**src/design/mpmem_defines.svh**
```systemverilog
`ifndef MPMEM_DEFINES_SVH
`define MPMEM_DEFINES_SVH

// Word and address sizes
`define MPMEM_DW      16
`define MPMEM_AW      8    // Bank in the top bits, row below

`define MPMEM_NWR     4    // Write ports
`define MPMEM_NRD     2    // Read ports
`define MPMEM_NBANK   4
`define MPMEM_NROW    64

`define MPMEM_FDEPTH  16   // Shared write FIFO
`define MPMEM_FCW     5    // Holds 0 to FDEPTH

`endif

```
**src/design/mpmem_pkg.sv**
```systemverilog
`include "mpmem_defines.svh"

package mpmem_pkg;

  // One queued write
  typedef struct packed {
    logic [`MPMEM_AW-1:0] addr;
    logic [`MPMEM_DW-1:0] data;
  } wr_entry_t;

  // Read request from one port
  typedef struct packed {
    logic [`MPMEM_AW-1:0] addr;
  } rd_req_t;

  // Registered read result
  typedef struct packed {
    logic                 valid;
    logic [`MPMEM_DW-1:0] data;
  } rd_rsp_t;

endpackage

```
**src/design/mpmem_ctrl.sv**
```systemverilog
`timescale 1ns/1ps
`include "mpmem_defines.svh"

module mpmem_ctrl (
  input  logic                                clk,
  input  logic                                rst_n,
  input  logic [`MPMEM_NWR-1:0]               write,
  input  logic [`MPMEM_FCW-1:0]               bp_thr,
  input  logic [1:0][`MPMEM_AW-1:0]           head_addr,
  input  logic [`MPMEM_FCW-1:0]               fifo_count,
  input  logic [`MPMEM_NRD-1:0]               read,
  input  mpmem_pkg::rd_req_t [`MPMEM_NRD-1:0] rd_req,
  output logic                                ready,
  output logic                                wr_bp,
  output logic [`MPMEM_NWR-1:0]               push_mask,
  output logic [1:0]                          pop_count,
  output logic [1:0]                          drain_en,
  output logic                                clr_en,
  output logic [$clog2(`MPMEM_NROW)-1:0]      clr_row
);

  localparam int RW  = $clog2(`MPMEM_NROW);
  localparam int BW  = $clog2(`MPMEM_NBANK);
  localparam int PCW = $clog2(`MPMEM_NWR + 1);
  localparam int CW  = `MPMEM_FCW + 1;  // Room to see an overflow

  logic [PCW-1:0] npush;
  logic [CW-1:0]  count_nxt;
  logic [BW-1:0]  head_bank [2];

  // Init sweep, one row per cycle
  always_ff @(posedge clk or negedge rst_n) begin
    if (!rst_n) begin
      ready   <= 1'b0;
      clr_row <= '0;
    end else if (!ready) begin
      clr_row <= clr_row + 1'b1;
      if (clr_row == RW'(`MPMEM_NROW - 1)) begin
        ready <= 1'b1;
      end
    end
  end

  assign clr_en    = ~ready;
  assign push_mask = write & {`MPMEM_NWR{ready}};  // Nothing enters during init

  always_comb begin
    npush = '0;
    for (int i = 0; i < `MPMEM_NWR; i++) begin
      npush = npush + PCW'(push_mask[i]);
    end
  end

  // Drain one, or two when the heads sit in different banks
  always_comb begin
    head_bank[0] = head_addr[0][`MPMEM_AW-1 -: BW];
    head_bank[1] = head_addr[1][`MPMEM_AW-1 -: BW];
    if (fifo_count == '0) begin
      pop_count = 2'd0;
    end else if (fifo_count > `MPMEM_FCW'(1) && head_bank[0] != head_bank[1]) begin
      pop_count = 2'd2;
    end else begin
      pop_count = 2'd1;
    end
  end

  assign drain_en  = {pop_count == 2'd2, pop_count != 2'd0};
  assign count_nxt = CW'(fifo_count) + CW'(npush) - CW'(pop_count);

  always_ff @(posedge clk or negedge rst_n) begin
    if (!rst_n) begin
      wr_bp <= 1'b0;
    end else begin
      wr_bp <= count_nxt > CW'(bp_thr);  // Advisory only
    end
  end

  a_fifo_overflow: assert property (
    @(posedge clk) disable iff (!rst_n) count_nxt <= CW'(`MPMEM_FDEPTH))
    else $error("%m: write FIFO overflow, next count %0d", count_nxt);

  // Each bank has a single read port
  for (genvar m = 0; m < `MPMEM_NRD; m++) begin : g_rd_a
    for (genvar n = 0; n < m; n++) begin : g_rd_b
      a_rd_bank_conflict: assert property (
        @(posedge clk) disable iff (!rst_n)
        (read[m] && read[n]) |->
          (rd_req[m].addr[`MPMEM_AW-1 -: BW] != rd_req[n].addr[`MPMEM_AW-1 -: BW]))
        else $error("%m: reads %0d and %0d hit bank %0d", m, n,
                    rd_req[m].addr[`MPMEM_AW-1 -: BW]);
    end
  end

endmodule

```
**config.mk**
```make
export PLATFORM = sky130hd
export DESIGN_NAME = mpmem_ctrl
export DESIGN_NICKNAME = d
export VERILOG_FILES = /design/src/design/mpmem_pkg.sv /design/src/design/mpmem_ctrl.sv
export VERILOG_INCLUDE_DIRS = /design/src /design/src/design
export SDC_FILE = /design/constraint.sdc
export NUM_CORES = 1
export LEC_CHECK = 0
export BUFFER_PORTS_ARGS = -buffer_cell sky130_fd_sc_hd__buf_4
export CORE_MARGIN = 2
export CORE_UTILIZATION = 38
export DETAILED_ROUTE_END_ITERATION = 6
export GPL_TIMING_DRIVEN = 0
export MAX_ROUTING_LAYER = met4
export PLACE_DENSITY = 0.88
export SYNTH_ARGS = -nofsm -noshare
export SYNTH_HDL_FRONTEND = slang
export SYNTH_SLANG_ARGS = --single-unit
```
**constraint.sdc**
```tcl
create_clock -name clk -period 4.65 [get_ports clk]
set_input_delay 0.93 -clock clk [delete_from_list [all_inputs] [get_ports clk]]
set_output_delay 0.93 -clock clk [all_outputs]
set_load 0.02 [all_outputs]
```
Word-level counts from Yosys, hierarchy flattened
Index checks and enable logic that the tools add are counted.
{"block": "totals", "romBits": 0, "mem_bits_rw": 0, "latch_bits": 0, "out_inout_bits": 17, "in_bits": 50, "ff_bits": 8, "memories": 0}
{"block": "op_classes", "n_lt_le_gt_ge": 2, "eq_ne": 3, "reduce_logical": 3, "muxes": 4, "addsub": 6, "n_bitwise": 2, "n_shift": 0, "div_mod_pow": 0, "multipliers": 0}
{"op": "$add A5 B3 Y6", "count": 1}
{"op": "$add A6 B1 Y6 const B", "count": 1}
{"op": "$eq A6 B6 Y1 const B", "count": 1}
{"op": "$gt A6 B5 Y1", "count": 1}
{"op": "$sub A6 B2 Y6", "count": 1}
{"op": "$gt A5 B1 Y1 const B", "count": 1}
{"op": "$logic_not A5 Y1", "count": 1}
{"op": "$and A4 B4 Y4", "count": 1}
{"op": "$mux W2", "count": 2}
{"op": "$add A2 B1 Y3", "count": 1}
{"op": "$add A3 B1 Y3", "count": 1}
{"op": "$add A1 B1 Y2", "count": 1}
{"op": "$eq A2 B2 Y1 const B", "count": 1}
{"op": "$mux W1", "count": 2}
{"op": "$ne A2 B2 Y1", "count": 1}
{"op": "$reduce_bool A2 Y1", "count": 1}
{"op": "$logic_and A1 B1 Y1", "count": 1}
{"op": "$not A1 Y1", "count": 1}

Logic depth before layout (Yosys ltp)
{"block": "depth", "ltp_word": 7, "ltp_mapped": 20}

Least setup slack after synthesis
OpenSTA, ideal clock, no wires.
{"block": "synth_path", "path_kind": "input to register", "from": "in fifo_count[3]", "to": "reg wr_bp", "n_path_buf": 0, "stages": 19, "setup_slack_ns": -0.476, "required_ns": 4.517, "arrival_time_ns": 4.993, "cell_sequence": "inv_1 > ha_1 > or3b_2 > a21oi_1 > a21oi_1 > nor2b_1 > ha_1 > fa_1 > fa_1 > fa_1 > inv_1 > a21o_1 > a21oi_1 > xnor2_1 > ha_1 > a21oi_1 > nand2_1 > o22ai_1 > nand4_1"}
{"block": "synth_between", "elab_chain_len": 6, "elab_cells_between_ends": 8, "classes_between": "add/sub: 2; order compare: 2; mux: 2; reduce/logical: 2"}
{"element": "start: declaration", "line": "mpmem_ctrl.sv:10", "source": "input logic [`MPMEM_FCW-1:0] fifo_count,"}
{"element": "$gt A5 B1 Y1", "line": "mpmem_ctrl.sv:60", "source": "end else if (fifo_count > `MPMEM_FCW'(1) && head_bank[0] != head_bank[1]) begin"}
{"element": "$logic_and A1 B1 Y1", "line": "mpmem_ctrl.sv:60"}
{"element": "$mux W2", "line": "mpmem_ctrl.sv:60"}
{"element": "$mux W2 (*)", "line": "mpmem_ctrl.sv:58", "source": "if (fifo_count == '0) begin"}
{"element": "via pop_count[0]", "line": "mpmem_ctrl.sv:16", "source": "output logic [1:0] pop_count,"}
{"element": "$sub A6 B2 Y6 (*)", "line": "mpmem_ctrl.sv:68", "source": "assign count_nxt = CW'(fifo_count) + CW'(npush) - CW'(pop_count);"}
{"element": "$gt A6 B5 Y1 (*)", "line": "mpmem_ctrl.sv:74", "source": "wr_bp <= count_nxt > CW'(bp_thr);"}
{"element": "end signal: assignment", "line": "mpmem_ctrl.sv:74"}
{"element": "end: declaration", "line": "mpmem_ctrl.sv:14", "source": "output logic wr_bp,"}
The timed path passes the listed nets; every way through them passes the cells marked *.
A chain may end at the register's enable or synchronous reset.

Worst setup path in the final report
{"block": "layout_path", "from": "in fifo_count[3]", "to": "reg wr_bp"}
{"block": "layout_between", "elab_chain_len": 6, "elab_cells_between_ends": 8, "classes_between": "add/sub: 2; order compare: 2; mux: 2; reduce/logical: 2"}
{"element": "$gt A5 B1 Y1", "line": "mpmem_ctrl.sv:60"}
{"element": "$logic_and A1 B1 Y1", "line": "mpmem_ctrl.sv:60"}
{"element": "$mux W2", "line": "mpmem_ctrl.sv:60"}
{"element": "$mux W2", "line": "mpmem_ctrl.sv:58"}
{"element": "$sub A6 B2 Y6 (*)", "line": "mpmem_ctrl.sv:68"}
{"element": "$gt A6 B5 Y1 (*)", "line": "mpmem_ctrl.sv:74"}
Every way passes the cells marked *; elsewhere a longest branch is shown, timed or not.

==> impl_results.html <==
<table>
<tr><th>Metric</th><th>Value</th></tr>
<tr><th colspan="2">Yosys</th></tr>
<tr><td>Yosys top cell by area</td><td>sky130_fd_sc_hd__ha_1</td></tr>
<tr><td>Count of mapped cells out of synthesis</td><td>approximately 100</td></tr>
<tr><td>Number of synthesized register bits</td><td>8</td></tr>
<tr><td>Mapped Nets</td><td>approximately 170</td></tr>
<tr><td>Number of distinct library cells after synthesis</td><td>27</td></tr>
<tr><td>Top cells by area, synth</td><td>sky130_fd_sc_hd__ha_1 24%, sky130_fd_sc_hd__dfrtp_1 23%, sky130_fd_sc_hd__inv_1 9.8%</td></tr>
<tr><td>Share of the synthesized area in the top cell type</td><td>0.2422</td></tr>
<tr><td>Mean instance size in the synthesized netlist</td><td>around 8.6 um2</td></tr>
<tr><td>Yosys warning total</td><td>0</td></tr>
<tr><td>Sequential share of the synthesized area</td><td>0.2279</td></tr>
<tr><td>Cell area after synthesis</td><td>around 880 um2</td></tr>
<tr><th colspan="2">Global route</th></tr>
<tr><td>GRT Residual Overflow</td><td>0</td></tr>
<tr><td>Vias in the first global route</td><td>788</td></tr>
<tr><td>Initial antenna violation count</td><td>0</td></tr>
<tr><td>Wire length of the first global-routing pass</td><td>~3200 um</td></tr>
<tr><td>Pin count of the biggest net entering global routing</td><td>9</td></tr>
<tr><td>Overall Global Routing Usage</td><td>0.1708</td></tr>
<tr><th colspan="2">Clocking</th></tr>
<tr><td>CTS tree</td><td>yes</td></tr>
<tr><td>CTS H-tree lvls</td><td>1</td></tr>
<tr><td>Total number of clock tree sinks</td><td>8</td></tr>
<tr><td>Latest clock arrival within the worst-skew pair</td><td>0.25 ns</td></tr>
<tr><td>Number of buffers created by CTS</td><td>3</td></tr>
<tr><td>Clk root buf</td><td>sky130_fd_sc_hd__clkbuf_4</td></tr>
<tr><td>Number of buffers on the longest clock path</td><td>2</td></tr>
<tr><td>Post-CTS clock slew at the launch and capture registers of the worst setup and hold paths</td><td>0.05 ns</td></tr>
<tr><td># hold bufs at CTS</td><td>0</td></tr>
<tr><th colspan="2">Worst setup path</th></tr>
<tr><td>Delay of the slowest cell on the worst path</td><td>~0.48 ns</td></tr>
<tr><td>Required time at the worst-slack endpoint</td><td>4.76 ns</td></tr>
<tr><td>Critical path's most frequent cell</td><td>sky130_fd_sc_hd__ha_4</td></tr>
<tr><td>Endpoint of the worst-slack reg-to-reg timing path</td><td>wr_bp</td></tr>
<tr><td>Worst Setup Path Type</td><td>input pin to flip-flop</td></tr>
<tr><td>Crit path cell chain</td><td>buf_4 -&gt; inv_6 -&gt; ha_4 -&gt; or3b_4 -&gt; a21oi_4 -&gt; a21oi_4 -&gt; nor2b_4 -&gt; ha_4 -&gt; fa_1 -&gt; fa_2 -&gt; fa_2 -&gt; inv_1 -&gt; a21o_1 -&gt; a21oi_2 -&gt; xnor2_2 -&gt; ha_4 -&gt; nand3_1 -&gt; a21oi_1 -&gt; o22ai_2 -&gt; nand4_1</td></tr>
<tr><td>Slack of the worst reg-to-reg path</td><td>1.00 ns</td></tr>
<tr><td>Worst-path maximum fanout</td><td>4</td></tr>
<tr><td>Slowest stage cell, crit path</td><td>sky130_fd_sc_hd__fa_1</td></tr>
<tr><td>Crit Reg-Reg Startpoint</td><td>ready</td></tr>
<tr><td>Depth of the most critical reg-to-reg path</td><td>15</td></tr>
<tr><td>CP Data Arrival Time</td><td>approximately 4.7 ns</td></tr>
<tr><td>Type of destination of the critical path</td><td>flip-flop</td></tr>
<tr><td>Worst setup SP type</td><td>input pin</td></tr>
<tr><th colspan="2">Detailed routing</th></tr>
<tr><td>Detailed-route via count</td><td>832</td></tr>
<tr><td>Mean routed wirelength per cell</td><td>12.14 um</td></tr>
<tr><td>Total Routed Length</td><td>2101 um</td></tr>
<tr><td>Count of routing violations after the opening detailed-route iteration</td><td>5</td></tr>
<tr><td>First-pass detailed-route iteration total</td><td>4</td></tr>
<tr><td>Number of nets still failing antenna checks after routing</td><td>0</td></tr>
<tr><td>Post-detailed-route via-to-cell ratio</td><td>approximately 4.8</td></tr>
<tr><td>Residual DRC count</td><td>0</td></tr>
<tr><th colspan="2">Job</th></tr>
<tr><td>Count of maximum capacitance violations</td><td>0</td></tr>
<tr><th colspan="2">Power and ir drop</th></tr>
<tr><td>Part of the total power dissipated in combinational logic</td><td>0.556</td></tr>
<tr><td>Flop pwr share</td><td>0.260</td></tr>
<tr><td>Sw Share</td><td>0.3585</td></tr>
<tr><td>LEAKAGE</td><td>~0.0007 uW</td></tr>
<tr><td>Fraction of power consumed by the clock network</td><td>0.184</td></tr>
<tr><td>Power per unit of standard cell area</td><td>between 200 and 250 mW/mm2</td></tr>
<tr><td>Net switching power of the design</td><td>102.2 uW</td></tr>
<tr><td>Maximum VDD drop</td><td>114.0 uV</td></tr>
<tr><td>Internal cell power</td><td>approximately 180 uW</td></tr>
<tr><th colspan="2">Timing</th></tr>
<tr><td>Maximum frequency from static timing analysis</td><td>roughly 220 MHz</td></tr>
<tr><td>Number of max-slew violations in the final report</td><td>0</td></tr>
<tr><td>Final Hold Vio Count</td><td>0</td></tr>
<tr><td>Count of final setup violators</td><td>0</td></tr>
<tr><td>Slew at the pin with the worst max-slew slack</td><td>~0.31 ns</td></tr>
<tr><td>Time the worst path needs with I/O delays and setup</td><td>4.578 ns</td></tr>
<tr><td>Slew HR</td><td>0.7920</td></tr>
<tr><td>Skew final</td><td>0.003897 ns</td></tr>
<tr><td>Part of the cycle the worst path needs</td><td>0.9845</td></tr>
<tr><td>Worst hold-check slack</td><td>approximately 0.48 ns</td></tr>
<tr><th colspan="2">Layout</th></tr>
<tr><td>Diode count</td><td>0</td></tr>
<tr><td>Number of nets at the end of the flow</td><td>~220</td></tr>
<tr><td>Sequential cell area</td><td>approximately 200 um2</td></tr>
<tr><td>Area delta synth-&gt;final</td><td>52.56%</td></tr>
<tr><td>Proportion of layout cells with a drive suffix above 1</td><td>0.4207</td></tr>
<tr><td>Filler Cell Count</td><td>between 150 and 200</td></tr>
<tr><td>Multi-input logic area</td><td>between 600 and 700 um2</td></tr>
<tr><td>Post-Layout Cell Count</td><td>around 170</td></tr>
<tr><th colspan="2">Floorplan</th></tr>
<tr><td>Number of placement rows</td><td>17</td></tr>
<tr><td>Number of ports placed on the die boundary</td><td>between 60 and 70</td></tr>
<tr><td>Die H</td><td>about 52 um</td></tr>
<tr><td>Overall die width</td><td>around 52 um</td></tr>
<tr><td>Placeable core region</td><td>roughly 0.0022 mm2</td></tr>
<tr><td>Starting utilization of the core area</td><td>0.4009</td></tr>
<tr><td>Area enclosed by the die boundary</td><td>between 0.002 and 0.003 mm2</td></tr>
<tr><th colspan="2">Min path</th></tr>
<tr><td>Worst hold-check path type</td><td>input pin to async pin</td></tr>
<tr><th colspan="2">Place</th></tr>
<tr><td>Routability-driven placement congestion ratio</td><td>between 0.8 and 0.9</td></tr>
<tr><td>Inst Count DP</td><td>166</td></tr>
<tr><td>HPWL after detailed placement</td><td>about 1800 um</td></tr>
<tr><td>I/O Buffers</td><td>36</td></tr>
<tr><th colspan="2">Status</th></tr>
<tr><td>Status</td><td>completed</td></tr>
</table>
## flip-flops by register name (all words and copies together) (netlist names)
signal,flops
ready,1
wr_bp,1
clr_row,6
## synthesized netlist by cell type
cell and instances:
sky130_fd_sc_hd__inv_1 23, sky130_fd_sc_hd__ha_1 17, sky130_fd_sc_hd__nand2_1 9, sky130_fd_sc_hd__dfrtp_1 8, sky130_fd_sc_hd__xnor2_1 8, sky130_fd_sc_hd__a21oi_1 7
sky130_fd_sc_hd__fa_1 3, sky130_fd_sc_hd__nand3_1 3, sky130_fd_sc_hd__nand4_1 3, sky130_fd_sc_hd__nand2b_1 2, sky130_fd_sc_hd__nor2_1 2, sky130_fd_sc_hd__o21ai_0 2
sky130_fd_sc_hd__a21o_1 1, sky130_fd_sc_hd__buf_4 1, sky130_fd_sc_hd__clkbuf_1 1, sky130_fd_sc_hd__mux2_2 1, sky130_fd_sc_hd__nor2b_1 1, sky130_fd_sc_hd__nor2b_4 1
sky130_fd_sc_hd__nor3_1 1, sky130_fd_sc_hd__o211ai_1 1, sky130_fd_sc_hd__o21a_1 1, sky130_fd_sc_hd__o22ai_1 1, sky130_fd_sc_hd__o31a_1 1, sky130_fd_sc_hd__or3_1 1
sky130_fd_sc_hd__or3b_2 1, sky130_fd_sc_hd__or4_1 1, sky130_fd_sc_hd__xor2_1 1
## layout make-up
class / instances / area share
multi-input combinational: 69 / 0.5051
timing repair buffer: 40 / 0.2241
sequential: 8 / 0.1494
inverter: 23 / 0.07003
tap: 28 / 0.02614
clock buffer: 3 / 0.01681
buffer: 2 / 0.008403
## worst max-delay path: cells and delay by family
kind,cells,cell delay (ns)
AO/OA/AOI/OAI,6,0.66
XOR/XNOR,1,0.19
adder cells (fa/ha/maj),6,1.87
buffers and inverters,3,0.25
AND/OR/NAND/NOR,4,0.76
## power by group through the flow
stage               logic (uW)  clock network (uW)  registers, uW
global route               177                59.8           74.1
global placement           135                   0           75.2
CTS                        142                54.8           74.1
detailed placement         141                   0           75.3
floorplan                 91.9                   0           80.1
finish                     159                52.6           74.0
## placed cells by master, fill, tap and decap left out, types with 2 or more instances in the layout
master	n
sky130_fd_sc_hd__nand4_1	3
sky130_fd_sc_hd__dfrtp_1	8
sky130_fd_sc_hd__nor2b_4	2
sky130_fd_sc_hd__buf_4	41
sky130_fd_sc_hd__nor2_1	2
sky130_fd_sc_hd__nand2b_1	2
sky130_fd_sc_hd__fa_2	2
sky130_fd_sc_hd__ha_1	14
sky130_fd_sc_hd__xnor2_1	7
sky130_fd_sc_hd__nand2_1	9
sky130_fd_sc_hd__a21oi_4	2
sky130_fd_sc_hd__o21ai_0	2
sky130_fd_sc_hd__nand3_1	3
sky130_fd_sc_hd__a21oi_1	3
sky130_fd_sc_hd__ha_4	3
sky130_fd_sc_hd__inv_1	21
sky130_fd_sc_hd__a21oi_2	2
sky130_fd_sc_hd__clkbuf_4	3
## worst max path at each step
stage                  startpoint    end  slack [ns]  cells after the start
CTS                 fifo_count[3]  wr_bp        0.05                     20
global placement    fifo_count[3]  wr_bp       -0.19                     20
detailed placement  fifo_count[3]  wr_bp       -0.29                     20
floorplan           fifo_count[4]  wr_bp      0.0007                     19
finish              fifo_count[3]  wr_bp        0.07                     20
global route        fifo_count[4]  wr_bp       -0.04                     20
## logic make-up after synthesis
family / count (synthesis) / share of synthesized area
AO/OA/AOI/OAI: 14 / 0.09403
XOR/XNOR: 9 / 0.08975
adder cells (fa/ha/maj): 20 / 0.3105
buffers and inverters: 25 / 0.1111
flip-flops: 8 / 0.2279
multiplexers: 1 / 0.01282
AND/OR/NAND/NOR: 25 / 0.1538
## layer usage
layer  up-vias  track usage  wire [um]
met2        26       0.3122       1142
li1        418            -          -
met1       382       0.1608        788
met5         -            -          0
met3         6      0.03161        120
met4         0       0.1140         50
## per-stage QoR
stage / total power (uW) / setup slack [ns] / setup TNS, ns / util / area, um2
6_report: 285.1 / 0.07223 / 0 / 0.6117 / 1340
5_1_grt: 310.8 / -0.04276 / -0.04276 / 0.6117 / 1340
4_1_cts: 270.6 / 0.04810 / 0 / 0.5842 / 1280
3_5_place_dp: 216.7 / -0.2882 / -0.2882 / 0.5740 / 1257
3_3_place_gp: 210.1 / -0.1940 / -0.1940 / 0.5740 / 1257
2_1_floorplan: 171.9 / 0.0006510 / 0 / - / 952.2
## what timing repair did
item                       in CTS  in global routing
resized for setup               0                  4
buffers inserted                0                  4
setup endpoints to repair       1                  1
pin swaps                       1                  9
cloned                          0                  0
Power figures use the tool's default switching activity.
